## config.mk

```make
export PLATFORM = sky130hd
export DESIGN_NAME = a78_config_decode
export DESIGN_NICKNAME = d
export VERILOG_FILES = /design/src/design/a78_pkg.sv /design/src/design/a78_config_decode.sv
export VERILOG_INCLUDE_DIRS = /design/src /design/src/design
export SDC_FILE = /design/constraint.sdc
export NUM_CORES = 1
export LEC_CHECK = 0
export BUFFER_PORTS_ARGS = -buffer_cell sky130_fd_sc_hd__buf_2
export CORE_AREA = 5 5 42 44
export DETAILED_ROUTE_END_ITERATION = 16
export DIE_AREA = 0 0 47 49
export PLACE_DENSITY = 0.95
export SETUP_SLACK_MARGIN = 0.2
export SLEW_MARGIN = 20
export SYNTH_ARGS = -nofsm -noshare
export SYNTH_HDL_FRONTEND = slang
export SYNTH_SLANG_ARGS = --single-unit
```

## constraint.sdc

```tcl
create_clock -name CLK_VIDEO -period 0.8 [get_ports CLK_VIDEO]
set_input_delay 0.04 -clock CLK_VIDEO [delete_from_list [all_inputs] [get_ports CLK_VIDEO]]
set_output_delay 0.04 -clock CLK_VIDEO [all_outputs]
set_load 0.01 [all_outputs]
```

## src/design/a78_settings.svh

```systemverilog
// Width, depth, header offset, status bit and aspect constants
// for the 7800 platform glue
`ifndef A78_SETTINGS_SVH
`define A78_SETTINGS_SVH

// ==============================
// Widths and depths
// ==============================
`define A78_DL_ADDR_BITS     25
// 16 KiB of cartridge ROM
`define A78_ROM_ADDR_BITS    14
`define A78_HDR_LEN          128
// Download index of a cartridge image
`define A78_CART_INDEX       1
`define A78_HDR_SIZE_DEFAULT 32'h8000

// Byte offsets inside the 7800 header
`define A78_OFS_MAGIC_FIRST  1
`define A78_OFS_SIZE_FIRST   49
`define A78_OFS_FLAGS_FIRST  53
`define A78_OFS_REGION       57
`define A78_OFS_SAVE         58
`define A78_OFS_XM           63

// ==============================
// Status word bit positions
// ==============================
`define A78_ST_RESET         0
`define A78_ST_SWAP          7
`define A78_ST_ASPECT        8
// Three scale bits start here
`define A78_ST_SCALE_LO      9
`define A78_ST_DIFF_R        12
`define A78_ST_DIFF_L        13
// Two region bits and two high score bits
`define A78_ST_REGION_LO     15
`define A78_ST_HSC_LO        18

// Aspect pairs for the scaler
`define A78_AR_WIDE_X        16
`define A78_AR_WIDE_Y        9
`define A78_AR_ORIG_X        1535
`define A78_AR_ORIG_Y        1294

`endif

```

## src/design/a78_pkg.sv

```systemverilog
// Shared vector typedefs and packed structs
// for the download stream and cartridge info
`default_nettype none
`include "a78_settings.svh"

package a78_pkg;

	// Plain vectors with a meaning
	typedef logic [7:0]                      byte_t;
	typedef logic [`A78_DL_ADDR_BITS-1:0]    dl_addr_t;
	typedef logic [`A78_ROM_ADDR_BITS-1:0]   rom_addr_t;
	typedef logic [31:0]                     cart_size_t;
	typedef logic [15:0]                     cart_flags_t;

	// Host joystick word, all bits active high
	// 0 right, 1 left, 2 down, 3 up, 4 fire1, 5 fire2
	// 6 pause, 7 select, 8 start, 9 paddle up, 10 paddle down
	typedef logic [15:0]                     joy_t;

	// Host option word
	typedef logic [31:0]                     status_t;

	// One beat of the host download stream
	typedef struct packed {
		logic     active;
		byte_t    index;
		dl_addr_t addr;
		byte_t    data;
		logic     wr;
	} dl_beat_t;

	// Fields pulled out of the 7800 header
	typedef struct packed {
		logic        is_7800;
		// 0 NTSC, 1 PAL
		byte_t       region;
		// 0 none, 1 high score cart, 2 savekey
		byte_t       save_type;
		byte_t       xm;
		cart_flags_t flags;
		cart_size_t  size;
	} cart_info_t;

endpackage

`default_nettype wire

```

## src/design/a78_config_decode.sv

```systemverilog
// Console reset, region, high score cart and TIA mode selection
`default_nettype none
`include "a78_settings.svh"

module a78_config_decode (
	input  wire                      CLK_VIDEO,
	input  wire                      rst_n,
	input  wire a78_pkg::status_t    status,
	input  wire                      dl_active,
	input  wire a78_pkg::cart_info_t info,
	output logic                     console_reset,
	output logic                     region_pal,
	output logic                     hsc_en,
	output logic                     tia_mode
);

	logic [1:0] region_opt;
	logic [1:0] hsc_opt;

	// Hold the console in reset during any download
	always_ff @(posedge CLK_VIDEO or negedge rst_n) begin
		if (!rst_n)
			console_reset <= 1'b1;
		else
			console_reset <= status[`A78_ST_RESET] | dl_active;
	end

	// Region option, 0 auto, 1 NTSC, 2 PAL
	assign region_opt = status[`A78_ST_REGION_LO +: 2];
	assign region_pal = (region_opt == 2'b00) ? info.region[0] : region_opt[1];

	// High score cart, 0 auto, 1 on, 2 off
	assign hsc_opt = status[`A78_ST_HSC_LO +: 2];

	// Auto enables it for carts with a save type or XM
	always_comb begin
		if (hsc_opt == 2'b00)
			hsc_en = (info.save_type != 8'd0) || info.xm[0];
		else
			hsc_en = hsc_opt[0];
	end

	// Images without the magic run as 2600 carts
	assign tia_mode = ~info.is_7800;

endmodule

`default_nettype wire

```

======== Yosys cells after proc, flatten, opt, wreduce, memory -nomap -nowiden ========
Cells that the tools add are included.
word-level totals
  input port bits ......................... 108
  register bits ........................... 1
operators by class
  bitwise gates (word level) .............. 2
  mux-type cells .......................... 2
  reduce and logical (&&, ||, !) cells .... 4
operators with widths
  operator            number
  nonzero test 8 bit  1
  logical NOT 2 bit   2
  2-to-1 mux 1 bit    2
  logical OR 1 bit    1
  inverter 1 bit      1
  OR 1 bit            1

======== Depth between registers and ports, before layout ========
Gate-level depths: netlist of the first run.
  word-level depth ........................ 3
  gate-level depth with buffers ........... 2

======== Worst setup path after synthesis of the first run ========
No wires, ideal clock.
  kind .................................... reg-to-output
  from .................................... reg console_reset
  to ...................................... out console_reset
  path slack .............................. 0.240 ns
  path buffers ............................ 0
  required time ........................... 0.760 ns
  data arrival time ....................... 0.520 ns
  cell stages (with the launch flop) ...... 1
  cells stage by stage .................... dfstp_2
RTL lines
  what                    line                     RTL
  start, declared         a78_config_decode.sv:11  output logic console_reset,
  start signal, assigned  a78_config_decode.sv:25  console_reset <= status[`A78_ST_RESET] | dl_active;
No word-level cell between the ends.

======== Worst setup path in the final report of the first run ========
  from .................................... in info[57] (netlist name)
  to ...................................... out hsc_en
between the ends
  cells in the longest elaborated chain, start to end .. 3
RTL lines
  what                line                     RTL
  start, declared     a78_config_decode.sv:10  input wire a78_pkg::cart_info_t info,
  nonzero test 8 bit  a78_config_decode.sv:38  hsc_en = (info.save_type != 8'd0) || info.xm[0];
  logical OR 1 bit    a78_config_decode.sv:38
  2-to-1 mux 1 bit    a78_config_decode.sv:37  if (hsc_opt == 2'b00)
  end, declared       a78_config_decode.sv:13  output logic hsc_en,
Every way passes these cells.

==> results of run 1 <==
per-layer routing:
metal | vias to the layer above | part of all wire, %
met1 | 55 | 54
met3 | 0 | 27
li1 | 81 | -
met5 | - | 0
met2 | 23 | 19
met4 | 0 | 0
repair_timing:
action                                  in CTS  in global routing
endpoints found under the hold margin        1                  0
gates resized for setup                      5                  1
hold buffers                                 1                  0
endpoints found under the setup margin       2                  2
pin swaps                                    2                  3
setup buffers                                0                  0
layout make-up:
type | count | area, um^2
multi-input combinational | 6 | 60.06
sequential | 1 | 26.28
tap | 16 | 20.02
fill | 169 | 1139
timing repair buffer | 23 | 145.1
inverter | 3 | 11.26
power groups by stage:
stage               registers [W]  clock network (W)  logic (W)
detailed placement      0.0000567                  0  0.0000784
finish                  0.0000573                  0   0.000101
global placement        0.0000564                  0  0.0000749
floorplan               0.0000581                  0  0.0000178
CTS                     0.0000575                  0  0.0000997
global route            0.0000577                  0   0.000112
cells by family after synthesis:
family,Yosys count
buffers and inverters,3
AO/OA/AOI/OAI,2
AND/OR/NAND/NOR,4
flip-flops,1
Yosys cell counts, drive strengths merged:
master  count
inv         3
nor4        2
a21o        1
a32oi       1
dfstp       1
nor2        1
or2         1
final timing paths:
path,startpoint,to,cells past startpoint
min,status[0],console_reset$_DFF_PN1_,2
min in group asynchronous,rst_n,console_reset$_DFF_PN1_,2
max in group asynchronous,rst_n,console_reset$_DFF_PN1_,2
max,info[57],hsc_en,4
worst max-delay path, cell delays in order:
cell and delay [ns]:
buf_6 0.10, nor4_4 0.26, a32oi_1 0.13, buf_2 0.15
cells in the final DEF, fill, tap and decap left out:
master,n
buf_2,18
buf_6,4
inv_1,3
a21o_1,1
nor2_1,1
nor4_2,1
nor4_4,1
a32oi_1,1
or2_2,1
dfstp_2,1
dlygate4sd3_1,1
per-stage QoR:
stage	std cells	setup WS, ns
floorplan	10	0.2404
global placement	48	0.06153
detailed placement	48	0.005088
CTS	49	0.07304
global route	49	0.04694
finish	49	0.08092
==> impl_metrics.ini, run 1 <==
[setup_path]
cp-end-kind = output pin
cp.required_ns = 0.76
worstPathArrival_ns = 0.68
crit_fanout = 1
cp-start-kind = input pin
path_class = input pin to output pin

[yosys]
synth-simple-area-share_pct = 34.85
synth_adder_area_share_pct = 0
yosys-top-cells-area = dfstp_2, nor4_2, inv_1
synth.top_cell.area_share_pct = 31.82
synthMuxAreaShare_pct = 0
yosys_warnings = 0
netlist_area_um2 = 82.58
yosys.area.top_type = dfstp_2
syn_area_per_cell_um2 = 8.258
synth_top_family_by_area = simple AND/OR/NAND/NOR gates
synth_cells = 10
synth_compound_area_share_pct = 19.70
synth_seq_cells = 1
yosysSeqAreaShare_pct = 31.82
synthXorXnorAreaFrac_pct = 0
syn-num-nets = 118
synth_cell_types = 8

[global_routing]
grt_pass1_vias = 205
grt-ovfl-total = 0
grt-busiest-layer = met1
grt_start_max_net_pins = 3
grt_pass1_wl_um = 931
antenna_found_initial = 0
grt_use_met3_pct = 2.214
track_usage_pct = 5.274
global_route.usage.met1_pct = 10.28
grt_use_met2_pct = 4.977

[timing]
setup_violations = 0
fin_setup_tns_ns = 0
tightest_slew_ns = 0.2016
whs_ns = 0.2354
finalHoldViolCount = 0
drv_slew = 0
max_freq_mhz = 1391
rsz0062_at_grt = true
slew_headroom_pct = 86.46
post-route-period-util_pct = 89.89
period_needed_ns = 0.7191

[layout]
drive_above_1_share_pct = 78.79
syn2layout_area_growth_pct = 218.2
largest_reg_flops = 1
diodes = 0
fin_area_um2 = 262.8
nets = 143
largest-register = console_reset
top_regs = console_reset x1
fin_util_pct = 18.75

[pwr]
combPwrFrac_pct = 63.9
power.density_mw_per_mm2 = 604.0
pwr-share-seq_pct = 36.1
netSwitchingPower_w = 0.00003967
peakVddDrop_uv = 283.0
pwr-share-clk_pct = 0
netSwitchingFraction_pct = 24.99
intPower_w = 0.0001190
finalPower_w = 0.0001587
p_leak_nw = 0.1392

[outcome]
outcome = completed

[floorplanning]
start_util_pct = 5.893
die_area_mm2 = 0.002303
rows = 14
coreArea_mm2 = 0.001401
io_pins = 112
dieHeight_um = 49
die_w_um = 47

[drt]
via_count = 159
wl_um = 588
wl_per_cell_um = 12.00
drtPass1Iterations = 3
via_per_inst = 3.245
post-route-drc-count = 0
drtIter0Drc = 1
postRouteAntennaNets = 0

[clock_tree]
clk_pin_slew_ns = 0

[min_path]
hp-class = input pin to flop

[placed_design]
dpl_cell_area_um2 = 212.7
gp_congestion = 0.7007
portBuffers = 22

[run]
drv_cap = 0
Power figures use the tool's default switching activity.
==> run 2, diff against run 1 <==
- CTS_CLUSTER_DIAMETER: unset -> 40
- PLACE_DENSITY: 0.95 -> 0.91
==> run 2 against run 1 <==
Critical path type unchanged. Cell count stayed put. Worst setup slack better by 0.028 ns. Total power is 0.53% higher. Sequential power hardly changed. Highest routed layer unchanged. Core utilization is 0.45 points higher. Global-route usage is 0.21 points lower. Critical path depth stayed put.
==> impl_metrics.ini, run 2 (synthesized netlist as in run 1, its figures left out) <==
[layout]
final_cell_count_no_fill = 49
top_regs = console_reset x1
fin_util_pct = 19.20
largest_reg_flops = 1
nets = 143
mostFrequentLayoutCell = buf_2
largest-register = console_reset
drive_above_1_share_pct = 78.79
diodes = 0
final_cell_mix = buf_2, buf_6, inv_1
syn2layout_area_growth_pct = 225.8

[drt]
wl_per_cell_um = 12.00
drtPass1Iterations = 1
post-route-drc-count = 0
drtIter0Drc = 0
wl_um = 588
postRouteAntennaNets = 0
via_per_inst = 3.571
via_count = 175

[floorplanning]
die_area_mm2 = 0.002303
coreArea_mm2 = 0.001401
dieHeight_um = 49
die_w_um = 47
rows = 14
start_util_pct = 5.893
io_pins = 112

[pwr]
finalPower_w = 0.0001596
pwr-share-clk_pct = 0
p_leak_nw = 0.1413
pwr-share-seq_pct = 35.8
intPower_w = 0.0001220
peakVddDrop_uv = 259.8
power.density_mw_per_mm2 = 593.1
netSwitchingFraction_pct = 23.54
combPwrFrac_pct = 64.2
netSwitchingPower_w = 0.00003756

[setup_path]
cp-start-kind = input pin
crit_fanout = 2
cp-end-kind = output pin
worstPathArrival_ns = 0.65
cp.required_ns = 0.76
path_class = input pin to output pin

[clock_tree]
clk_pin_slew_ns = 0

[timing]
max_freq_mhz = 1447
setup_violations = 0
worst_slack_ns = 0.1087
tightest_slew_ns = 0.1928
rsz0062_at_grt = true
fin_setup_tns_ns = 0
period_needed_ns = 0.6913
drv_slew = 0
finalHoldViolCount = 0
slew_headroom_pct = 87.04
post-route-period-util_pct = 86.41

[global_routing]
antenna_found_initial = 0
grt_start_max_net_pins = 3
grt-ovfl-total = 0
track_usage_pct = 5.063
grt_pass1_vias = 195
grt_pass1_wl_um = 855

[min_path]
whs_endpoint = console_reset$_DFF_PN1_
hp-start = status[0]
hp-class = input pin to flop
whs_path_depth = 2

[placed_design]
gp_congestion = 0.7126
dp_cells = 48
portBuffers = 22
post-place-ws_ns = 0.08301

[outcome]
outcome = completed

[run]
drv_cap = 0
## run 2: routing by layer
metal / up-vias / global-route usage (%) / routed length [um]
li1: 81 / - / -
met1: 71 / 9.628 / 326
met2: 23 / 4.977 / 155
met3: 0 / 2.214 / 106
met4: 0 / 0 / 0
met5: - / 0 / 0
## run 2: stage by stage
| step | instance area (um^2) | hold WS [ns] |
|---|---|---|
| after floorplan | 82.58 | -0.1078 |
| after global placement | 212.7 | -0.02505 |
| after detailed placement | 212.7 | -0.01390 |
| after CTS | 247.7 | 0.2393 |
| after global routing | 269.0 | 0.2458 |
| final | 269.0 | 0.2401 |
## run 2: repair_timing
action,in CTS,in global routing
hold buffers,1,0
pin swaps,3,2
setup endpoints to repair,2,2
buffers inserted,0,0
hold endpoints to repair,1,0
gates resized for setup,4,3
## run 2: area by class of cell
cell class,instances,area (um^2)
Multi-Input combinational cell,6,60.06
Timing Repair Buffer,23,151.4
Tap cell,16,20.02
Sequential cell,1,26.28
Fill cell,172,1132
Inverter,3,11.26
## run 2: power by group through the flow
stage	registers, W	logic (W)	clock network (W)
after global routing	0.0000573	0.000113	0
after floorplan	0.0000581	0.0000178	0
after CTS	0.0000570	0.0000941	0
after global placement	0.0000563	0.0000750	0
final	0.0000571	0.000102	0
after detailed placement	0.0000562	0.0000782	0
## run 2: worst max path at each step
stage | start | end
detailed placement | info[57] | hsc_en
global placement | info[58] | hsc_en
finish | status[18] | hsc_en
global route | info[58] | hsc_en
floorplan | console_reset$_DFF_PN1_ | console_reset
CTS | status[18] | hsc_en
## run 2: critical path, stage by stage
cell     delay [ns]
buf_6          0.09
nor4_2         0.25
a32oi_1        0.12
buf_2          0.15
