## src/design/a78_settings.svh

```systemverilog
// Width, depth, header offset, status bit and aspect constants
// for the 7800 platform glue
`ifndef A78_SETTINGS_SVH
`define A78_SETTINGS_SVH

// ==============================
// Widths and depths
// ==============================
`define A78_DL_ADDR_BITS     25
// 16 KiB of cartridge ROM
`define A78_ROM_ADDR_BITS    14
`define A78_HDR_LEN          128
// Download index of a cartridge image
`define A78_CART_INDEX       1
`define A78_HDR_SIZE_DEFAULT 32'h8000

// Byte offsets inside the 7800 header
`define A78_OFS_MAGIC_FIRST  1
`define A78_OFS_SIZE_FIRST   49
`define A78_OFS_FLAGS_FIRST  53
`define A78_OFS_REGION       57
`define A78_OFS_SAVE         58
`define A78_OFS_XM           63

// ==============================
// Status word bit positions
// ==============================
`define A78_ST_RESET         0
`define A78_ST_SWAP          7
`define A78_ST_ASPECT        8
// Three scale bits start here
`define A78_ST_SCALE_LO      9
`define A78_ST_DIFF_R        12
`define A78_ST_DIFF_L        13
// Two region bits and two high score bits
`define A78_ST_REGION_LO     15
`define A78_ST_HSC_LO        18

// Aspect pairs for the scaler
`define A78_AR_WIDE_X        16
`define A78_AR_WIDE_Y        9
`define A78_AR_ORIG_X        1535
`define A78_AR_ORIG_Y        1294

`endif

```

## src/design/a78_pkg.sv

```systemverilog
// Shared vector typedefs and packed structs
// for the download stream and cartridge info
`default_nettype none
`include "a78_settings.svh"

package a78_pkg;

	// Plain vectors with a meaning
	typedef logic [7:0]                      byte_t;
	typedef logic [`A78_DL_ADDR_BITS-1:0]    dl_addr_t;
	typedef logic [`A78_ROM_ADDR_BITS-1:0]   rom_addr_t;
	typedef logic [31:0]                     cart_size_t;
	typedef logic [15:0]                     cart_flags_t;

	// Host joystick word, all bits active high
	// 0 right, 1 left, 2 down, 3 up, 4 fire1, 5 fire2
	// 6 pause, 7 select, 8 start, 9 paddle up, 10 paddle down
	typedef logic [15:0]                     joy_t;

	// Host option word
	typedef logic [31:0]                     status_t;

	// One beat of the host download stream
	typedef struct packed {
		logic     active;
		byte_t    index;
		dl_addr_t addr;
		byte_t    data;
		logic     wr;
	} dl_beat_t;

	// Fields pulled out of the 7800 header
	typedef struct packed {
		logic        is_7800;
		// 0 NTSC, 1 PAL
		byte_t       region;
		// 0 none, 1 high score cart, 2 savekey
		byte_t       save_type;
		byte_t       xm;
		cart_flags_t flags;
		cart_size_t  size;
	} cart_info_t;

endpackage

`default_nettype wire

```

## src/design/a78_input_map.sv

```systemverilog
// Joystick swap and mapping onto RIOT ports and TIA inputs
`default_nettype none
`include "a78_settings.svh"

module a78_input_map (
	input  wire a78_pkg::status_t status,
	input  wire a78_pkg::joy_t    joy0,
	input  wire a78_pkg::joy_t    joy1,
	input  wire a78_pkg::byte_t   pb_out,
	input  wire                   tia_en,
	output a78_pkg::byte_t        pa_in,
	output a78_pkg::byte_t        pb_in,
	output logic [1:0]            ilatch,
	output logic [3:0]            idump
);

	// Joystick word bit positions
	localparam int J_RIGHT  = 0;
	localparam int J_LEFT   = 1;
	localparam int J_DOWN   = 2;
	localparam int J_UP     = 3;
	localparam int J_FIRE1  = 4;
	localparam int J_FIRE2  = 5;
	localparam int J_PAUSE  = 6;
	localparam int J_SELECT = 7;
	localparam int J_START  = 8;
	localparam int J_PAD_UP = 9;
	localparam int J_PAD_DN = 10;

	a78_pkg::joy_t joya;
	a78_pkg::joy_t joyb;
	logic          joya_b2;
	logic          joyb_b2;

	// Optional player swap
	assign joya = status[`A78_ST_SWAP] ? joy1 : joy0;
	assign joyb = status[`A78_ST_SWAP] ? joy0 : joy1;

	// Directions, active low, R L D U per nibble
	assign pa_in[7:4] = ~{joya[J_RIGHT], joya[J_LEFT], joya[J_DOWN], joya[J_UP]};
	assign pa_in[3:0] = ~{joyb[J_RIGHT], joyb[J_LEFT], joyb[J_DOWN], joyb[J_UP]};

	// Console switches on port B
	assign pb_in[7] = status[`A78_ST_DIFF_R];
	assign pb_in[6] = status[`A78_ST_DIFF_L];
	assign pb_in[5] = 1'b1;
	assign pb_in[4] = 1'b1;
	assign pb_in[3] = ~(joya[J_PAUSE] | joyb[J_PAUSE]);
	assign pb_in[2] = 1'b1;
	assign pb_in[1] = ~(joya[J_SELECT] | joyb[J_SELECT]);
	assign pb_in[0] = ~(joya[J_START] | joyb[J_START]);

	// Either fire button pulls the latch low
	assign ilatch[0] = ~(joya[J_FIRE1] | joya[J_FIRE2]);
	assign ilatch[1] = ~(joyb[J_FIRE1] | joyb[J_FIRE2]);

	// Console drives PB2 / PB4 low to select two button mode
	assign joya_b2 = ~tia_en & ~pb_out[2];
	assign joyb_b2 = ~tia_en & ~pb_out[4];

	// Dump pairs in B0 B1 A0 A1 order
	assign idump[3] = joyb_b2 ? joyb[J_FIRE1] : joyb[J_PAD_UP];
	assign idump[2] = joyb_b2 ? joyb[J_FIRE2] : joyb[J_PAD_DN];
	assign idump[1] = joya_b2 ? joya[J_FIRE1] : joya[J_PAD_UP];
	assign idump[0] = joya_b2 ? joya[J_FIRE2] : joya[J_PAD_DN];

endmodule

`default_nettype wire

```

## config.mk

```make
export PLATFORM = sky130hd
export DESIGN_NAME = a78_input_map
export DESIGN_NICKNAME = d
export VERILOG_FILES = /design/src/design/a78_pkg.sv /design/src/design/a78_input_map.sv
export VERILOG_INCLUDE_DIRS = /design/src /design/src/design
export SDC_FILE = /design/constraint.sdc
export NUM_CORES = 1
export LEC_CHECK = 0
export ABC_AREA = 0
export BUFFER_PORTS_ARGS = -buffer_cell sky130_fd_sc_hd__buf_2
export CAP_MARGIN = 5
export CORE_MARGIN = 1.5
export CORE_UTILIZATION = 20
export DETAILED_ROUTE_END_ITERATION = 10
export PLACE_DENSITY = 0.92
export SYNTH_ARGS = -nofsm -noshare
export SYNTH_HDL_FRONTEND = slang
export SYNTH_SLANG_ARGS = --single-unit
```

## constraint.sdc

```tcl
create_clock -name vclk -period 1.1
set_input_delay 0.11 -clock vclk [all_inputs]
set_output_delay 0.11 -clock vclk [all_outputs]
set_load 0.05 [all_outputs]
```

**After elaboration in Yosys (flattened, before gate mapping)**

Index checks and enable logic that the tools add are counted.

- Register bits: 0
- Latch bits: 0
- RAM bits: 0
- Bits in read-only memories: 0
- Input bits: 73
- Output and inout bits: 22
- Word-level logic and storage cells: 23
- Memories: 0

- Add/sub/neg operators: 0
- Multiply operators: 0
- Div/mod/pow operators: 0
- Order comparisons: 0
- Equal/unequal tests: 0
- Shifts and indexed selects: 0
- Multiplexer cells: 6
- Bitwise operators: 17
- Reduce and logical (&&, ||, !) cells: 0

Operators by type and width:

| operator | count |
|---|---|
| 2-to-1 mux 11 bit | 2 |
| inverter 1 bit | 8 |
| inverter 4 bit | 2 |
| OR 1 bit | 5 |
| 2-to-1 mux 1 bit | 4 |
| bitwise AND 1 bit | 2 |

**Logic depth before layout (Yosys ltp)**

Gate-level depths: netlist (run 1).

- Depth after elaboration: 3
- Mapped depth: 3
- Depth with buffers taken out: 2

**Least setup slack after synthesis (run 1)**

OpenSTA, ideal clock, no wires.

- Path kind: input port to output port
- From: input port status[7]
- To: output port pa_in[0]
- Data arrival time: 1.239 ns
- Data required time: 0.990 ns
- Slack: -0.249 ns
- Cell stages on the path: 3
- Buffers on the path: 2
- Path through: buf_6 -> buf_6 -> mux2i_1

- Longest elaborated chain between the ends: 2

Ends and longest elaborated chain:

| element | line | text |
|---|---|---|
| start: declaration | a78_input_map.sv:6 | `input wire a78_pkg::status_t status,` |
| 2-to-1 mux 11 bit | a78_input_map.sv:37 | `` assign joyb = status[`A78_ST_SWAP] ? joy0 : joy1; `` |
| inverter 4 bit | a78_input_map.sv:41 | `assign pa_in[3:0] = ~{joyb[J_RIGHT], joyb[J_LEFT], joyb[J_DOWN], joyb[J_UP]};` |
| end: declaration | a78_input_map.sv:11 | `output a78_pkg::byte_t pa_in,` |

Every way passes these cells.

**Worst setup path in the final report (run 1)**

- From: input port status[7]
- To: output port idump[3]

- Longest elaborated chain between the ends: 2

Ends and longest elaborated chain:

| element | line | text |
|---|---|---|
| 2-to-1 mux 11 bit | a78_input_map.sv:37 |  |
| 2-to-1 mux 1 bit | a78_input_map.sv:62 | `assign idump[3] = joyb_b2 ? joyb[J_FIRE1] : joyb[J_PAD_UP];` |
| end: declaration | a78_input_map.sv:14 | `output logic [3:0] idump` |

Every way passes these cells.

==> run summary, run 1 <==
Die H: 40.6 um
Most frequent cells in the layout: buf_2, mux2i_2, nor2_1, buf_4, mux4_2
Post-Place Worst Slack: -81.9 ps
FF+latch count: 0
Pleak: 0.284 nW
Synth unique cells: 7
Worst Setup End Kind: output port
Setup TNS: 0 ps
Max-cap viol count: 0
Netlist Area Pre-Place: 283 um^2
Crit-path cells: buf_6 -> mux4_2 -> buf_4
Unrepaired setup endpoints after global routing: no
Fill cell count: 142
Core ar.: 1320 um^2
Synth Area in Adders: 0%
Global-route wire length before repair: 1.09 mm
Initial Util: 21.5%
Pin count of the biggest net entering global routing: 9
# diodes: 0
Register area: 0 um^2
Std cell rows: 13
Buffers on Ports: 43
RePlAce Congestion: 0.625
Cell family with most CP delay: multiplexers
Worst-path fanout max: 8
# IOs: 95
Setup ws final: 61.9 ps
Power density over the cells: 776 nW/um^2
Final setup viols: 0
Vias in the first global route: 290
Setup crit start: status[7]
Multiplexer share of the synthesized area: 68.1%
Initial antenna violation count: 0
Routed Antenna Nets: 0
Post-CTS Hold Fix Bufs: 0
Fin. max-slew vios: 0
Post-synthesis simple-gate area fraction: 9.29%
Slowest cell on crit path: mux4_2
Worst EP required: 990 ps
Fmax: 0.963 GHz
Drt total wl: 855 um
Post-synthesis cell count: 29
Run status: completed
Maximum vdd drop: 233 uV
Die X: 40.6 um
Die area: 1650 um^2
Setup crit end: idump[3]
CP bufs+invs: 2
Hold Fails Final Rpt: 0
Critical path class: primary input to output port
Slowest stage delay, CP: 490 ps
Crit path DAT: 930 ps
Tmin final: 1040 ps
Vias per cell: 4.33
Layout cells sized above 1: 85.5%
Period utilisation layout: 94.4%
CLK BUF: 0
Final hold slack: 220 ps
Worst Setup Start Kind: primary input
Largest family of logic cells by synthesized area: multiplexers
Hold/Removal Path Class: primary input to output port
GR Overflow Total: 0
CP Depth: 3
Commonest non-fill, non-tap cell in the layout: buf_2
Register area share after synthesis: 0%
DR WL/cell: 10.2 um
XOR/XNOR Fraction of Synth Area: 0%
DR iter-0 viols: 1
Area grow syn2layout: 91.2%
Layout Nets: 144
Compound-gate portion of the synthesized area: 0%
Total track usage: 9.28%
DRC: 0
Syn_area_per_cell: 9.75 um^2
Synthesis Warnings: 0
Detailed Place HPWL: 783 um
First-pass DRT Iterations: 2
Via count: 364
-- layout make-up --
| cell class | instances | area, um^2 | area share, % |
|---|---|---|---|
| multi-input cells | 24 | 260 | 48.1 |
| well taps | 15 | 18.8 | 3.47 |
| repair buffers | 45 | 262 | 48.4 |
-- how the worst min path moves through the flow --
stage,from,to,slack [ps],depth (start not counted)
floorplan,status[13],pb_in[6],390,1
global placement,status[13],pb_in[6],220,0
detailed placement,status[13],pb_in[6],220,0
CTS,status[13],pb_in[6],220,0
global route,status[13],pb_in[6],220,0
finish,status[13],pb_in[6],220,0
-- report_power, final --
group / total [mW] / switching, mW / leakage, nW / internal [mW]
clock: 0 / 0 / 0 / 0
combinational: 0.419 / 0.273 / 0.284 / 0.146
sequential: 0 / 0 / 0 / 0
-- Yosys cell counts --
master	instances	area (um^2)
mux2i_1	8	80.1
nor2_1	7	26.3
buf_4	5	37.5
mux4_2	4	90.1
buf_6	2	22.5
mux2_2	2	22.5
conb_1	1	3.75
-- cell families (layout without fill, tap and decap cells) --
group	Yosys count	in the layout
and+or+nand+nor	7	7
buffers and inverters	7	45
muxes	14	14
other	1	3
-- layer usage --
layer | vias to the layer above | track usage [%] | wire length, um
met4 | 0 | 0 | 0
met1 | 162 | 8.77 | 265
met3 | 0 | 1.11 | 90
met5 | - | 0 | 0
met2 | 23 | 21.0 | 498
li1 | 179 | - | -
-- stage by stage --
stage,power [mW],area (um^2),instances,utilization [%]
final,0.419,541,84,41.0
after global routing,0.444,541,84,41.0
after CTS,0.409,522,84,39.6
after detailed placement,0.398,509,84,38.7
after global placement,0.391,509,84,38.7
after floorplan,0.322,320,31,-
-- timing repair --
action | in CTS | in global routing
resized for setup | 5 | 7
setup endpoints to repair | 10 | 10
buffers inserted | 0 | 0
Note: power is estimated with default switching activity, not from simulation.
==> inputs of run 2 (changes only) <==
- PLACE_DENSITY: 0.92 -> 0.94
==> run 2 against run 1 <==
Non-clock buffer count is the same. Worst setup slack lost 23 ps. Core utilization shrank 1.0 points. Hold slack is essentially flat. Critical path type unchanged. Largest power group unchanged. Highest routed layer unchanged.
==> run summary, run 2 (synthesis gave the netlist of run 1 again) <==
Worst EP required: 990 ps (about the same)
GR Util met1: 7.26% (-1.5 points)
Post-CTS setup buffers: 0 (unchanged)
CLK BUF: 0 (unchanged)
FF+latch count: 0 (unchanged)
Area grow syn2layout: 86.3%
Global route hottest layer: met2
Std cell rows: 13 (unchanged)
DRC: 0 (unchanged)
GR Overflow Total: 0 (unchanged)
Fin cells: 84 (unchanged)
Area occupied by multi-input gates: 260 um^2 (unchanged)
Fmax: 0.942 GHz (-2.2%)
GR Util met2: 21.4% (+0.40 points)
Worst Setup End Kind: output port
First-pass DRT Iterations: 2 (unchanged)
Layout Nets: 144 (unchanged)
Pwr Total: 0.409 mW (-2.4%)
Fill cell count: 135 (-4.9%)
# diodes: 0 (unchanged)
Total track usage: 9.44% (+0.17 points)
Die X: 40.6 um (unchanged)
Via count: 366 (+0.55%)
Hold Fails Final Rpt: 0 (unchanged)
Run status: completed
Worst-path fanout max: 6 (-2)
Layout cells sized above 1: 85.5% (unchanged)
Routed Antenna Nets: 0 (unchanged)
Detailed Place HPWL: 776 um (-0.83%)
Cells after DPL: 84 (unchanged)
Max-cap viol count: 0 (unchanged)
Fin. max-slew vios: 0 (unchanged)
Vias in the first global route: 296 (+2.1%)
Drt total wl: 839 um (-1.9%)
Buffers on Ports: 43 (unchanged)
Register area: 0 um^2 (unchanged)
Pin count of the biggest net entering global routing: 7 (-2)
Unrepaired setup endpoints after global routing: no
Period utilisation layout: 96.5% (+2.1 points)
Core ar.: 1320 um^2 (unchanged)
Die area: 1650 um^2 (unchanged)
Crit path DAT: 950 ps (+20 ps)
Met3 GRT Util: 1.11% (unchanged)
Maximum vdd drop: 207 uV (-11%)
Tmin final: 1060 ps (+23.4 ps)
Vias per cell: 4.36 (+0.55%)
Initial Util: 21.5% (unchanged)
Most frequent cells in the layout: buf_2, mux2i_2, nor2_1, buf_4, mux4_2
# IOs: 95 (unchanged)
Worst Setup Start Kind: primary input
DR iter-0 viols: 1 (unchanged)
Critical path class: primary input to output port
Hold/Removal Path Class: primary input to output port
Fin util: 40.0% (-1.0 points)
Final setup viols: 0 (unchanged)
Global-route wire length before repair: 1.10 mm (+0.64%)
Initial antenna violation count: 0 (unchanged)
Commonest non-fill, non-tap cell in the layout: buf_2
Pleak: 0.280 nW (-1.6%)
RePlAce Congestion: 0.685 (+9.5%)
Power density over the cells: 777 nW/um^2 (+0.20%)
Die H: 40.6 um (unchanged)
DR WL/cell: 9.99 um (-1.9%)
-- run 2: cell types whose count changed in the layout (fill, tap and decap cells not counted) --
cell   change
buf_6      -3
buf_4      +2
buf_2      +1
-- run 2: layout make-up --
cell class,count,share of cell area [%]
tap,15,3.56
multi-input combinational,24,49.4
timing repair buffer,45,47.0
-- run 2: final timing paths --
| kind | slack (ps) | cells after the start | from | endpoint |
|---|---|---|---|---|
| max | 40 | 3 | status[7] | idump[1] |
| min | 220 | 0 | status[13] | pb_in[6] |
-- run 2: repair_timing --
action                                  CTS  global route
hold buffers                              0             0
endpoints found under the setup margin   12             2
resized for setup                         5             2
cloned                                    0             0
-- run 2: report_power, final --
part | switching [mW] | internal [mW]
sequential | 0 | 0
combinational | 0.271 | 0.138
clock | 0 | 0
total | 0.271 | 0.138
-- run 2: per-layer routing --
layer  up-vias  part of all wire [%]  wire length [um]
li1        179                     -                 -
met1       161                    30               252
met2        26                    58               483
met3         0                    12               103
met4         0                     0                 0
met5         -                     0                 0
-- run 2: worst max-delay path, cell delays in order --
cell	delay, ps
buf_4	140
mux4_2	500
buf_4	200
-- run 2: stage by stage --
| step | hold WS (ps) | setup WS [ps] | setup TNS (ps) | area (um^2) |
|---|---|---|---|---|
| 4_1_cts | 220 | 29.2 | 0 | 522 |
| 6_report | 220 | 38.4 | 0 | 527 |
| 3_3_place_gp | 220 | -38.2 | -182 | 509 |
| 3_5_place_dp | 220 | -44.8 | -232 | 509 |
| 2_1_floorplan | 387 | -30.6 | -245 | 320 |
| 5_1_grt | 220 | 0.884 | 0 | 527 |
==> inputs of run 3 (changes only) <==
- SLEW_MARGIN: default -> 15
- clock period: 1.1 -> 1.3 ns (I/O delays scaled with it)
==> run 3 against run 2 <==
Core utilization fell by 4.2 points. Cell count fell by 1.2%. Via count rose by 4.6%. Combinational power fell by 22%. Non-clock buffer count fell by 1. Die area did not move. Power fell by 22%. Design area fell by 10%. Routed wire length fell by 0.83%.
==> run summary, run 3 (synthesis gave the netlist of run 1 again) <==
Initial Util: 21.5% (unchanged)
Post_cts resized: 0 (-5)
Most frequent cells in the layout: buf_2, mux2i_1, nor2_1, mux4_2, conb_1
Hold Fails Final Rpt: 0 (unchanged)
Core ar.: 1320 um^2 (unchanged)
FF+latch count: 0 (unchanged)
Vias in the first global route: 304 (+2.7%)
Period utilisation layout: 92.6%
Drt total wl: 832 um (-0.83%)
Worst EP required: 1170 ps (+180 ps)
Final hold slack: 260 ps (+39.7 ps)
Layout cells sized above 1: 73.5% (-12 points)
CP Depth: 3 (unchanged)
GR Overflow Total: 0 (unchanged)
DRC: 0 (unchanged)
Cells after DPL: 83 (-1.2%)
Pleak: 0.283 nW (+1.0%)
Commonest non-fill, non-tap cell in the layout: buf_2
Fin cells: 83 (-1.2%)
Setup TNS: 0 ps (unchanged)
Final setup viols: 0 (unchanged)
Die H: 40.6 um (unchanged)
Slowest cell on crit path: mux4_2
Maximum vdd drop: 181 uV (-13%)
Via count: 383 (+4.6%)
Layout Nets: 143 (-0.69%)
Most used cell along the critical path: buf_2
Max-cap viol count: 0 (unchanged)
Vias per cell: 4.61 (+5.9%)
Crit-path cells: buf_2 -> mux4_2 -> buf_2
Power density over the cells: 673 nW/um^2 (-13%)
Die area: 1650 um^2 (unchanged)
CP bufs+invs: 2 (unchanged)
Cell family with most CP delay: multiplexers
Routed Antenna Nets: 0 (unchanged)
Setup ws final: 95.6 ps (+57.2 ps)
Fin util: 35.8% (-4.2 points)
Hold/Removal Path Class: primary input to output port
Die X: 40.6 um (unchanged)
Setup crit end: idump[0]
Register area: 0 um^2 (unchanged)
Buffers on Ports: 43 (unchanged)
Std cell rows: 13 (unchanged)
Worst-path fanout max: 7 (+1)
CLK BUF: 0 (unchanged)
Initial antenna violation count: 0 (unchanged)
Slowest stage delay, CP: 530 ps (+30 ps)
Fill cell count: 155 (+15%)
Run status: completed
Post-CTS Hold Fix Bufs: 0 (unchanged)
Crit path DAT: 1070 ps (+120 ps)
Post-CTS setup buffers: 0 (unchanged)
DR iter-0 viols: 0 (-1)
# diodes: 0 (unchanged)
DR WL/cell: 10.0 um (+0.36%)
Critical path class: primary input to output port
Area grow syn2layout: 66.8%
Tmin final: 1200 ps
Unrepaired setup endpoints after global routing: no
Pin count of the biggest net entering global routing: 9 (+2)
Setup crit start: status[7]
Post-Place Worst Slack: 79.8 ps (+125 ps)
Fmax: 0.830 GHz
First-pass DRT Iterations: 1 (-1)
Global-route wire length before repair: 1.09 mm (-0.64%)
Fin. max-slew vios: 0 (unchanged)
# IOs: 95 (unchanged)
Total track usage: 9.58% (+0.14 points)
Worst Setup End Kind: output port
RePlAce Congestion: 0.545 (-20%)
Worst Setup Start Kind: primary input
-- run 3: cell count changes in the layout (fill, tap and decap cells not counted) --
cell      change
buf_2         +7
buf_4         -6
clkbuf_4      -2
mux2i_1       +8
mux2i_2       -8
-- run 3: area by class of cell --
cell class                      instances  area, um^2  share of cell area, %
Tap cell                               15        18.8                   3.98
Multi-Input combinational cell         24         230                   48.8
Timing Repair Buffer                   44         223                   47.2
-- run 3: power breakdown --
group	leakage, nW	internal [mW]	total [mW]	switching (mW)
clock	0	0	0	0
combinational	0.283	0.0942	0.317	0.223
sequential	0	0	0	0
total	0.283	0.0942	0.317	0.223
-- run 3: per-layer routing --
layer,vias up,global-route usage [%],wire length (um)
li1,176,-,-
met1,167,6.75,245
met2,40,23.0,434
met3,0,3.33,152
met4,0,0,0
met5,-,0,0
-- run 3: worst min-delay path by stage --
stage / from / to / depth (start not counted)
after floorplan: status[13] / pb_in[6] / 1
after global placement: status[13] / pb_in[6] / 0
after detailed placement: status[13] / pb_in[6] / 0
after CTS: status[13] / pb_in[6] / 0
after global routing: status[12] / pb_in[7] / 0
final: status[12] / pb_in[7] / 0
-- run 3: per-stage QoR --
stage / area (um^2) / total power [mW]
floorplan: 290 / 0.260
global placement: 472 / 0.313
detailed placement: 472 / 0.319
CTS: 472 / 0.320
global route: 472 / 0.337
finish: 472 / 0.317
