[src/design/a78_settings.svh]
// Width, depth, header offset, status bit and aspect constants
// for the 7800 platform glue
`ifndef A78_SETTINGS_SVH
`define A78_SETTINGS_SVH

// ==============================
// Widths and depths
// ==============================
`define A78_DL_ADDR_BITS     25
// 16 KiB of cartridge ROM
`define A78_ROM_ADDR_BITS    14
`define A78_HDR_LEN          128
// Download index of a cartridge image
`define A78_CART_INDEX       1
`define A78_HDR_SIZE_DEFAULT 32'h8000

// Byte offsets inside the 7800 header
`define A78_OFS_MAGIC_FIRST  1
`define A78_OFS_SIZE_FIRST   49
`define A78_OFS_FLAGS_FIRST  53
`define A78_OFS_REGION       57
`define A78_OFS_SAVE         58
`define A78_OFS_XM           63

// ==============================
// Status word bit positions
// ==============================
`define A78_ST_RESET         0
`define A78_ST_SWAP          7
`define A78_ST_ASPECT        8
// Three scale bits start here
`define A78_ST_SCALE_LO      9
`define A78_ST_DIFF_R        12
`define A78_ST_DIFF_L        13
// Two region bits and two high score bits
`define A78_ST_REGION_LO     15
`define A78_ST_HSC_LO        18

// Aspect pairs for the scaler
`define A78_AR_WIDE_X        16
`define A78_AR_WIDE_Y        9
`define A78_AR_ORIG_X        1535
`define A78_AR_ORIG_Y        1294

`endif

[src/design/a78_pkg.sv]
// Shared vector typedefs and packed structs
// for the download stream and cartridge info
`default_nettype none
`include "a78_settings.svh"

package a78_pkg;

	// Plain vectors with a meaning
	typedef logic [7:0]                      byte_t;
	typedef logic [`A78_DL_ADDR_BITS-1:0]    dl_addr_t;
	typedef logic [`A78_ROM_ADDR_BITS-1:0]   rom_addr_t;
	typedef logic [31:0]                     cart_size_t;
	typedef logic [15:0]                     cart_flags_t;

	// Host joystick word, all bits active high
	// 0 right, 1 left, 2 down, 3 up, 4 fire1, 5 fire2
	// 6 pause, 7 select, 8 start, 9 paddle up, 10 paddle down
	typedef logic [15:0]                     joy_t;

	// Host option word
	typedef logic [31:0]                     status_t;

	// One beat of the host download stream
	typedef struct packed {
		logic     active;
		byte_t    index;
		dl_addr_t addr;
		byte_t    data;
		logic     wr;
	} dl_beat_t;

	// Fields pulled out of the 7800 header
	typedef struct packed {
		logic        is_7800;
		// 0 NTSC, 1 PAL
		byte_t       region;
		// 0 none, 1 high score cart, 2 savekey
		byte_t       save_type;
		byte_t       xm;
		cart_flags_t flags;
		cart_size_t  size;
	} cart_info_t;

endpackage

`default_nettype wire

[src/design/a78_cart_loader.sv]
// Download stream parser for the 7800 header
// Header fields, image size and ROM write port
`default_nettype none
`include "a78_settings.svh"

module a78_cart_loader (
	input  wire                  CLK_VIDEO,
	input  wire                  rst_n,
	input  wire a78_pkg::dl_beat_t dl,
	output a78_pkg::cart_info_t  info,
	output logic                 rom_we,
	output a78_pkg::rom_addr_t   rom_waddr,
	output a78_pkg::byte_t       rom_wdata,
	output logic                 cart_load
);

	localparam logic [39:0] MAGIC      = "ATARI";
	// Last offset of each multi-byte field
	localparam int          MAGIC_LAST = `A78_OFS_MAGIC_FIRST + 4;
	localparam int          SIZE_LAST  = `A78_OFS_SIZE_FIRST + 3;
	localparam int          FLAGS_LAST = `A78_OFS_FLAGS_FIRST + 1;

	logic                 cart_dl;
	logic                 hdr_wr;
	logic                 cart_dl_q;
	logic [39:0]          magic;
	logic                 is_7800;
	a78_pkg::cart_size_t  hdr_size;
	a78_pkg::cart_size_t  raw_size;
	a78_pkg::cart_size_t  size_q;
	a78_pkg::cart_flags_t flags;
	a78_pkg::byte_t       region;
	a78_pkg::byte_t       save_type;
	a78_pkg::byte_t       xm;
	a78_pkg::dl_addr_t    last_addr;
	a78_pkg::dl_addr_t    wr_addr;

	// Cartridge images use download index 1
	assign cart_dl = dl.active && (dl.index[5:0] == 6'(`A78_CART_INDEX));
	assign hdr_wr  = cart_dl && dl.wr;

	// ==============================
	// Header capture
	// ==============================
	// Bytes come in rising order, so shift each field in MSB first
	always_ff @(posedge CLK_VIDEO or negedge rst_n) begin
		if (!rst_n) begin
			magic     <= MAGIC;
			hdr_size  <= `A78_HDR_SIZE_DEFAULT;
			flags     <= '0;
			region    <= '0;
			save_type <= '0;
			xm        <= '0;
		end else if (hdr_wr) begin
			if (dl.addr >= `A78_OFS_MAGIC_FIRST && dl.addr <= MAGIC_LAST)
				magic <= {magic[31:0], dl.data};
			if (dl.addr >= `A78_OFS_SIZE_FIRST && dl.addr <= SIZE_LAST)
				hdr_size <= {hdr_size[23:0], dl.data};
			if (dl.addr >= `A78_OFS_FLAGS_FIRST && dl.addr <= FLAGS_LAST)
				flags <= {flags[7:0], dl.data};
			if (dl.addr == `A78_OFS_REGION)
				region <= dl.data;
			if (dl.addr == `A78_OFS_SAVE)
				save_type <= dl.data;
			if (dl.addr == `A78_OFS_XM)
				xm <= dl.data;
		end
	end

	// Image size from the last written address
	assign raw_size = a78_pkg::cart_size_t'(last_addr) + 32'd1;

	// Magic compare, end of download and final size
	always_ff @(posedge CLK_VIDEO or negedge rst_n) begin
		if (!rst_n) begin
			is_7800   <= 1'b0;
			cart_dl_q <= 1'b0;
			last_addr <= '0;
			size_q    <= `A78_HDR_SIZE_DEFAULT;
		end else begin
			is_7800   <= (magic == MAGIC);
			cart_dl_q <= cart_dl;
			if (hdr_wr)
				last_addr <= dl.addr;
			// Falling edge of the cartridge download
			if (cart_dl_q && !cart_dl)
				size_q <= is_7800 ? hdr_size : raw_size;
		end
	end

	// ==============================
	// ROM write port
	// ==============================
	// Strip the 128 byte header from 7800 images
	assign wr_addr = (is_7800 && dl.addr >= `A78_HDR_LEN) ?
		dl.addr - a78_pkg::dl_addr_t'(`A78_HDR_LEN) : dl.addr;

	assign rom_we    = hdr_wr;
	assign rom_waddr = wr_addr[`A78_ROM_ADDR_BITS-1:0];
	assign rom_wdata = dl.data;
	assign cart_load = cart_dl;

	always_comb begin
		info.is_7800   = is_7800;
		info.region    = region;
		info.save_type = save_type;
		info.xm        = xm;
		// Flags only mean something for 7800 images
		info.flags     = is_7800 ? flags : '0;
		info.size      = size_q;
	end

endmodule

`default_nettype wire

[config.mk]
export PLATFORM = sky130hd
export DESIGN_NAME = a78_cart_loader
export DESIGN_NICKNAME = d
export VERILOG_FILES = /design/src/design/a78_pkg.sv /design/src/design/a78_cart_loader.sv
export VERILOG_INCLUDE_DIRS = /design/src /design/src/design
export SDC_FILE = /design/constraint.sdc
export NUM_CORES = 1
export LEC_CHECK = 0
export ABC_AREA = 1
export BUFFER_PORTS_ARGS = -buffer_cell sky130_fd_sc_hd__buf_2
export CORE_UTILIZATION = 52
export DETAILED_ROUTE_END_ITERATION = 10
export HOLD_SLACK_MARGIN = 0.12
export PLACE_DENSITY = 0.82
export SLEW_MARGIN = 30
export SYNTH_ARGS = -nofsm -noshare
export SYNTH_HDL_FRONTEND = slang
export SYNTH_SLANG_ARGS = --single-unit
[constraint.sdc]
create_clock -name CLK_VIDEO -period 1.4 [get_ports CLK_VIDEO]
set_input_delay 0.14 -clock CLK_VIDEO [delete_from_list [all_inputs] [get_ports CLK_VIDEO]]
set_output_delay 0.14 -clock CLK_VIDEO [all_outputs]
set_load 0.005 [all_outputs]
Word-level counts from Yosys, hierarchy flattened
Index checks and enable logic that the tools add are counted.
- flip-flop bits (word level): 171
- memories: 0
- bits in latches: 0
- bits in writable memories: 0
- ROM bits: 0
- output and inout bits: 97
- equal/unequal tests: 5
- add/sub/neg operators: 2
- mux-type cells: 3
- shift operators: 0
- reduce and logical (&&, ||, !) cells: 14
- magnitude comparators: 7
- bitwise gates (word level): 0
- divide/modulo/power cells: 0
- $mul: 0
- operators by type and width (operator ; count):
    equality test 25 x 6 -> 1 bit, second input constant ; 3
    >= comparator 25 x 6 -> 1 bit, second input constant ; 2
    <= comparator 25 x 6 -> 1 bit, second input constant ; 2
    equality test 40 x 39 -> 1 bit, second input constant ; 1
    2-to-1 mux 32 bit ; 1
    adder 25 x 1 -> 26 bit, second input constant ; 1
    >= comparator 25 x 1 -> 1 bit, second input constant ; 1
    >= comparator 25 x 8 -> 1 bit, second input constant ; 1
    <= comparator 25 x 3 -> 1 bit, second input constant ; 1
    2-to-1 mux 16 bit ; 1
    2-to-1 mux 14 bit ; 1
    subtractor 14 x 8 -> 14 bit, second input constant ; 1
    AND reduction 2 bit ; 6
    logical AND 1 bit ; 7
    equality test 6 x 1 -> 1 bit, second input constant ; 1
    zero test 1 bit ; 1

Depth between registers and ports, before layout
Gate-level depths: netlist of run 1.
- depth after elaboration: 4
- gate-level depth with buffers: 12
- gate-level depth less buffers: 11

Least setup slack after synthesis of run 1
No wires, ideal clock.
- path type: input -> register
- start point: input port dl[16] (netlist name)
- end point: register flags[5]
- library setup time: 0.116 ns
- setup slack: -0.177 ns
- required time: 1.284 ns
- data arrival time: 1.460 ns
- cell stages on the path: 12
- path through: inv_1 -> ha_1 -> inv_1 -> a21oi_1 -> nand2_1 -> o21ai_0 -> inv_1 -> nor2_4 -> nand2_4 -> buf_6 -> nand2_1 -> nand2_1
- longest elaborated chain between the ends: 3
- elaborated cells between the ends (all ways): 4
- RTL lines (what ; RTL line ; source):
    start: declaration ; a78_cart_loader.sv:9 ; input wire a78_pkg::dl_beat_t dl,
    >= comparator 25 x 6 -> 1 bit (no source line) / <= comparator 25 x 6 -> 1 bit (equally long branches) ; n/a ;
    logical AND 1 bit * ; a78_cart_loader.sv:59 ; if (dl.addr >= `A78_OFS_FLAGS_FIRST && dl.addr <= FLAGS_LAST)
    AND reduction 2 bit (no source line) * ; n/a ;
    end signal: assignment ; a78_cart_loader.sv:60 ; flags <= {flags[7:0], dl.data};
    end: declaration ; a78_cart_loader.sv:31 ; a78_pkg::cart_flags_t flags;
Every way passes the cells marked *; elsewhere a longest branch is shown, timed or not.
A chain may end at the register's enable or synchronous reset.

Worst setup path in the final report of run 1
- start point: register last_addr[0]
- end point: register size_q[22]
- longest elaborated chain between the ends: 2
- RTL lines (what ; RTL line ; source):
    start: declaration ; a78_cart_loader.sv:35 ; a78_pkg::dl_addr_t last_addr;
    start signal: assignment ; a78_cart_loader.sv:84 ; last_addr <= dl.addr;
    adder 25 x 1 -> 26 bit ; a78_cart_loader.sv:71 ; assign raw_size = a78_pkg::cart_size_t'(last_addr) + 32'd1;
    2-to-1 mux 32 bit ; a78_cart_loader.sv:87 ; size_q <= is_7800 ? hdr_size : raw_size;
    end signal: assignment ; a78_cart_loader.sv:79 ; size_q <= `A78_HDR_SIZE_DEFAULT;
    end signal: assignment ; a78_cart_loader.sv:87 ;
    end: declaration ; a78_cart_loader.sv:30 ; a78_pkg::cart_size_t size_q;
Every way passes these cells.

==> results of run 1 <==
==> cells in the mapped netlist <==
master    count  area, sq um
ha_1          3        37.54
o21a_1        1        7.510
nand4_1      79        494.2
buf_1         2        7.510
xor2_1        9        78.83
nand4_4       1        21.27
nor3_1        9        45.04
a31oi_1       1        6.260
nand3_4       1        17.52
nand3b_1      9        67.56
o21bai_1      1        7.510
nor2_2        5        31.28
buf_6         5        56.30
dfstp_2      15        394.1
clkinv_1      2        7.510
o21ai_2       2        17.52
nor3_4        1        16.27
a21oi_1      38        190.2
buf_2        23        115.1
nor4_1        4        25.02
nand2_1     384         1441
o211ai_1      3        22.52
o21ai_1       1        5.000
nand3_2       2        20.02
clkbuf_1     16        60.06
nor4b_1       1        8.760
inv_2         1        3.750
or2_2         1        6.260
nand2_2       4        25.02
nand4_2       1        12.51
buf_4        24        180.2
o21ai_0      45        225.2
nand3_1      77        385.4
nor2_1      117        439.2
nand2_4       1        11.26
dfrtp_1     156         3904
nor2_4        3        33.78
inv_1        89        334.1
xnor2_1       4        35.03
==> power by group <==
group	leakage, uW	internal [uW]	switching [uW]
Sequential	0.00215	5160	198
Combinational	0.00434	781	976
Clock	0.000290	2410	2370
Total	0.00677	8350	3550
==> flip-flops by register name, summed over array words and instances, names as in the netlist <==
| name | cells |
|---|---|
| magic | 40 |
| hdr_size | 32 |
| size_q | 32 |
| last_addr | 25 |
| flags | 16 |
| region | 8 |
| save_type | 8 |
| xm | 8 |
| cart_dl_q | 1 |
| is_7800 | 1 |
==> cell type report <==
class,instances,area [sq um],share of cell area (%)
well taps,220,275.3,2.194
multi-input cells,810,4395,35.04
clock inverters,15,166.4,1.327
clock buffers,17,425.4,3.391
flip-flops and latches,171,4305,34.32
inverters,92,354.1,2.823
repair buffers,335,2623,20.91
==> placed cells by master (no fill, tap or decap), types with 6 or more instances in the layout <==
cell / count
a21oi_1: 32
buf_12: 17
buf_2: 130
buf_4: 136
buf_6: 20
clkbuf_16: 20
dfrtp_1: 150
dfrtp_2: 6
dfstp_2: 15
dlygate4sd3_1: 26
inv_1: 66
inv_2: 21
inv_6: 7
nand2_1: 344
nand2_2: 25
nand2_4: 20
nand3_1: 60
nand3_2: 16
nand3b_1: 9
nand4_1: 79
nor2_1: 87
nor2_2: 20
nor2_4: 18
o21ai_0: 35
o21ai_1: 8
xor2_1: 8
==> through the flow <==
stage	area [sq um]	setup WS, ps	instances	utilization (%)	TNS [ps]
final	12540	-298.9	1660	75.91	-6764
after detailed placement	10610	-333.2	1563	64.19	-34280
after CTS	11910	-133.3	1643	72.07	-2741
after global routing	12540	-364.2	1660	75.91	-9370
after global placement	10610	-274.9	1563	64.19	-27120
after floorplan	8845	-34.24	1141	-	-103.2
==> kinds of logic (layout without fill, tap and decap cells) <==
group | Yosys count | after routing | share of synthesized area, %
XOR/XNOR | 13 | 13 | 1.294
buffers and inverters | 162 | 459 | 8.690
AO/OA/AOI/OAI | 92 | 92 | 5.476
flip-flops | 171 | 171 | 48.86
AND/OR/NAND/NOR | 700 | 702 | 35.26
adder cells (fa/ha/maj) | 3 | 3 | 0.4267
==> path summary, 6_finish.rpt <==
path                                          startpoint                       end  slack (ps)  depth (start not counted)
worst max-delay path            last_addr[0]$_DFFE_PN0P_    size_q[22]$_DFFE_PN0P_        -300                          9
worst min-delay path                               dl[9]  last_addr[0]$_DFFE_PN0P_         150                          4
worst max register to register  last_addr[0]$_DFFE_PN0P_    size_q[22]$_DFFE_PN0P_        -300                          9
worst min register to register     magic[32]$_DFFE_PN1P_     magic[32]$_DFFE_PN1P_         460                          2
max in group asynchronous                          rst_n         xm[1]$_DFFE_PN0P_         590                          3
min in group asynchronous                          rst_n  last_addr[0]$_DFFE_PN0P_         210                          2
==> what timing repair did <==
action / CTS / global route
cloned: 1 / 6
endpoints found under the hold margin: 230 / 0
pin swaps: 25 / 47
resized for setup: 75 / 137
hold buffers: 27 / 0
setup buffers: 20 / 13
setup endpoints to repair: 45 / 115
==> critical path, stage by stage, from the launching register on <==
cell and delay, ps:
dfrtp_1 490, ha_4 220, nand3_4 120, nor2_4 220, buf_4 160, nand2_1 60, nand2_1 90, nand3_2 100
nand2_1 70, nand2_1 40
==> per-layer routing <==
metal	global-route usage (%)	up-vias	share of wire, %	routed length [microns]
met5	0	-	0	0
met4	13.63	0	5.5	1692
met3	6.190	169	8.8	2726
met2	51.85	686	48	14890
met1	40.98	4642	37	11540
li1	-	4264	-	-
==> qor.txt, run 1 <==
final slew viol count = 0
DRT antenna net count = 0
Die Span X = 132.1 microns
Req. time, crit path = 1740 ps
post-synthesis cell area = 0.008797 sq mm
first-pass GRT wire length = 43,480 microns
VDD IR max = 0.9251 mV
drt first pass iters = 6
antenna violations before repair = 0
measured slew at the worst slew-check pin = 519.3 ps
Leak = 0.006774 uW
post-layout worst setup margin = -298.9 ps
class of the worst hold path = in -> reg
GRT Total Usage = 31.62%
final period utilization = 121.3%
Synth Instances = 1,141
Synth cell types = 39
global route overflow = 0
Worst EP arrival = 2040 ps
WS Path Type = reg -> reg
largest net degree at the start of global routing = 46
core area = 0.01652 sq mm
Critical Path Source Type = flip-flop
die area = 0.01744 sq mm
sequential share of the synthesized area = 48.86%
Die H = 132.1 microns
CTS Buf Count = 17
residual DRC count = 0
final hold vios = 0
Cell Pwr Density = 948.5 mW/mm^2
fillcell total = 1,014
DR vias = 9,761
Sink Count = 171
Final Setup Violations = 47
via-per-instance ratio = 5.880
Overall Power = 11,900 uW
area delta synth->final = 42.60%
Slew HR = 65.38%
status = complete, but fails checks
root buffer cell = clkbuf_16
synthesized area per cell = 7.710 sq um
CTS HTree Levels = 4
Bufs on Longest Clock Path = 2
hold_ws = 153.9 ps
drt total wl = 30,860 microns
Max Clk Rate = 588.6 MHz
GPL Wtd Cong = 0.9050
failing checks = negative setup slack
CP endpoint kind = flip-flop
syn_nets = 1,189
clk_skew = 13.59 ps
io pins = 142
Worst-path clk slew = 80 ps
RSZ-0062 raised after global routing = yes
Tmin final = 1699 ps
MaxCap Viol Count = 0
final HPWL from detailed placement = 16,580 microns
vias in the first global route = 8,714
layout cells sized above 1 = 36.04%
wire per inst = 18.59 microns
Seq cells post-synth = 171
Layout Nets = 1,475
Clock Latency Late Sink = 440 ps
input/output buffers = 139
CTS tree = built
Syn. warnings = 0
FP Rows = 47
number of diodes = 0
CP max FO = 4
Initial Utilization = 53.24%
DRT iter0 DRCs = 1,401
Note: power is estimated with default switching activity, not from simulation.
==> inputs of run 2 (changes only) <==
REMOVE_ABC_BUFFERS = 1   (was not set)
==> run 2 against run 1 <==
Against the previous run:
- the flow still finishes with violations (negative setup slack)
- first-iteration DRC count is 32% lower
- design area is 0.68% lower
- setup slack better by 170 ps
- sequential cell count stayed put
- combinational power hardly changed
- highest routed layer unchanged
==> qor.txt, run 2 (synthesized netlist as in run 1, its figures left out) <==
status = complete, but fails checks
failing checks = negative setup slack
Die Span X = 132.1 microns (unchanged)
Bufs on Longest Clock Path = 2 (unchanged)
CTS HTree Levels = 4 (unchanged)
core area = 0.01652 sq mm (unchanged)
clk_skew = 10.15 ps (-3.449 ps)
measured slew at the worst slew-check pin = 449.1 ps (-70.22 ps)
Worst EP arrival = 1860 ps (-180 ps)
final HPWL from detailed placement = 16,630 microns (+0.35%)
Max Clk Rate = 654.9 MHz (+11%)
Placed Cells = 1,565 (+0.13%)
global route overflow = 0 (unchanged)
CP max FO = 5 (+1)
root buffer cell = clkbuf_16
commonest non-fill, non-tap cell in the layout = nand2_1
area delta synth->final = 41.63%
drt total wl = 27,510 microns (-11%)
R2R Path Start = last_addr[0]$_DFFE_PN0P_
max reg flops = 40 (unchanged)
largest net degree at the start of global routing = 42 (-8.7%)
class of the worst hold path = in -> reg
RSZ-0062 raised after global routing = yes
Leak = 0.006720 uW (-0.80%)
input/output buffers = 139 (unchanged)
Cell Pwr Density = 945.1 mW/mm^2 (-0.36%)
Biggest register = magic
fillcell total = 1,083 (+6.8%)
Die H = 132.1 microns (unchanged)
final cell count without fillers = 1,650 (-0.60%)
Clock Latency Late Sink = 440 ps (about the same)
VDD IR max = 0.9804 mV (+6.0%)
biggest regs = magic (40), hdr_size (32), size_q (32)
vias in the first global route = 8,626 (-1.0%)
WS Path Type = reg -> reg
final slew viol count = 0 (unchanged)
antenna violations before repair = 0 (unchanged)
Slew HR = 70.06% (+4.7 points)
die area = 0.01744 sq mm (unchanged)
GPL Wtd Cong = 0.9494 (+4.9%)
io pins = 142 (unchanged)
Critical Path Source Type = flip-flop
DP Area = 0.01061 sq mm (about the same)
via-per-instance ratio = 5.519 (-6.1%)
Final Setup Violations = 45 (-4.3%)
Setup crit start = last_addr[0]$_DFFE_PN0P_
GRT Total Usage = 30.50% (-1.1 points)
DR vias = 9,106 (-6.7%)
number of diodes = 0 (unchanged)
Initial Utilization = 53.24% (unchanged)
drt first pass iters = 5 (-1)
residual DRC count = 0 (unchanged)
CTS Buf Count = 17 (unchanged)
DRT antenna net count = 0 (unchanged)
post-layout worst setup margin = -127.0 ps (+171.9 ps)
wire per inst = 16.67 microns (-10%)
CTS tree = built
DRT iter0 DRCs = 958 (-32%)
MaxCap Viol Count = 0 (unchanged)
most frequent cells in the layout = nand2_1, dfrtp_1, buf_2
final period utilization = 109.1% (-12 points)
layout cells sized above 1 = 35.73% (-0.31 points)
Req. time, crit path = 1730 ps (about the same)
FP Rows = 47 (unchanged)
Sink Count = 171 (unchanged)
final design instance area without fill = 0.01246 sq mm (-0.68%)
Tmin final = 1527 ps (-171.9 ps)
Worst Hold Launch = dl[33]
first-pass GRT wire length = 42,280 microns (-2.8%)
CP endpoint kind = flip-flop
final hold vios = 0 (unchanged)
Layout Nets = 1,465 (-0.68%)
Worst-path clk slew = 70 ps (about the same)
[run 2: cell types whose count changed in the layout (fill, tap and decap cells not counted), moves of 3 or more]
cell,before,now
buf_4,136,121
buf_6,20,23
clkinv_8,3,0
clkinvlp_4,1,4
inv_2,21,24
inv_6,7,3
nand2_2,25,28
nor2_2,20,16
o21ai_2,3,6
[run 2: layout make-up]
class                      instances  area [sq um]  area share [%]
clock buffer                      19         452.9           3.635
clock inverter                    13         132.6           1.064
inverter                          92         354.1           2.842
multi-input combinational        809          4358           34.98
sequential                       171          4305           34.56
tap                              220         275.3           2.209
timing repair buffer             325          2576           20.68
timing repair inverter             1         5.005         0.04017
[run 2: metrics by stage]
step	power, uW	setup WS, ps	utilization (%)	hold WS [ps]	setup TNS, ps
2_1_floorplan	5894	-2730	-	-155.6	-355260
3_3_place_gp	6703	-299.7	64.22	90.41	-32190
3_5_place_dp	6733	-376.1	64.22	93.17	-39350
4_1_cts	11540	-114.3	72.08	125.5	-2693
5_1_grt	12160	-203.9	75.40	173.1	-6455
6_report	11770	-127.0	75.40	133.8	-3923
[run 2: worst max-delay path, stage by stage, from the launching register on]
cell	delay [ps]
dfrtp_1	420
buf_6	130
nand3_4	100
nor2_4	140
nand2_2	100
nor2_1	100
buf_4	150
nand2_2	50
nand2_1	50
nand3_1	80
nand2_1	70
nand2_1	50
[run 2: final timing paths]
| check | slack (ps) | to | cells after the start |
|---|---|---|---|
| max | -130 | size_q[17]$_DFFE_PN0P_ | 11 |
| min | 130 | last_addr[24]$_DFFE_PN0P_ | 5 |
| max reg2reg | -130 | size_q[17]$_DFFE_PN0P_ | 11 |
| min reg2reg | 460 | magic[38]$_DFFE_PN1P_ | 2 |
| max in group asynchronous | 540 | magic[22]$_DFFE_PN1P_ | 3 |
| min in group asynchronous | 200 | size_q[4]$_DFFE_PN0P_ | 2 |
[run 2: layer usage]
layer | vias up | wire, microns | global-route usage [%]
met5 | - | 0 | 0
met4 | 0 | 923 | 12.60
met3 | 95 | 2144 | 5.152
met2 | 481 | 13330 | 49.94
met1 | 4283 | 11110 | 40.32
li1 | 4247 | - | -
[run 2: power by group]
group	switching [uW]	total [uW]	leakage, uW	internal (uW)
clock	2110	4700	0.000280	2590
sequential	178	5340	0.00215	5160
combinational	962	1730	0.00429	769
[run 2: repair_timing]
| item | 4_1_cts | 5_1_grt |
|---|---|---|
| buffers inserted | 15 | 9 |
| hold buffers | 28 | 0 |
| setup endpoints to repair | 40 | 98 |
| gates cloned | 4 | 2 |
| pin swaps | 31 | 48 |
| hold endpoints to repair | 227 | 0 |
| gates resized for setup | 87 | 136 |
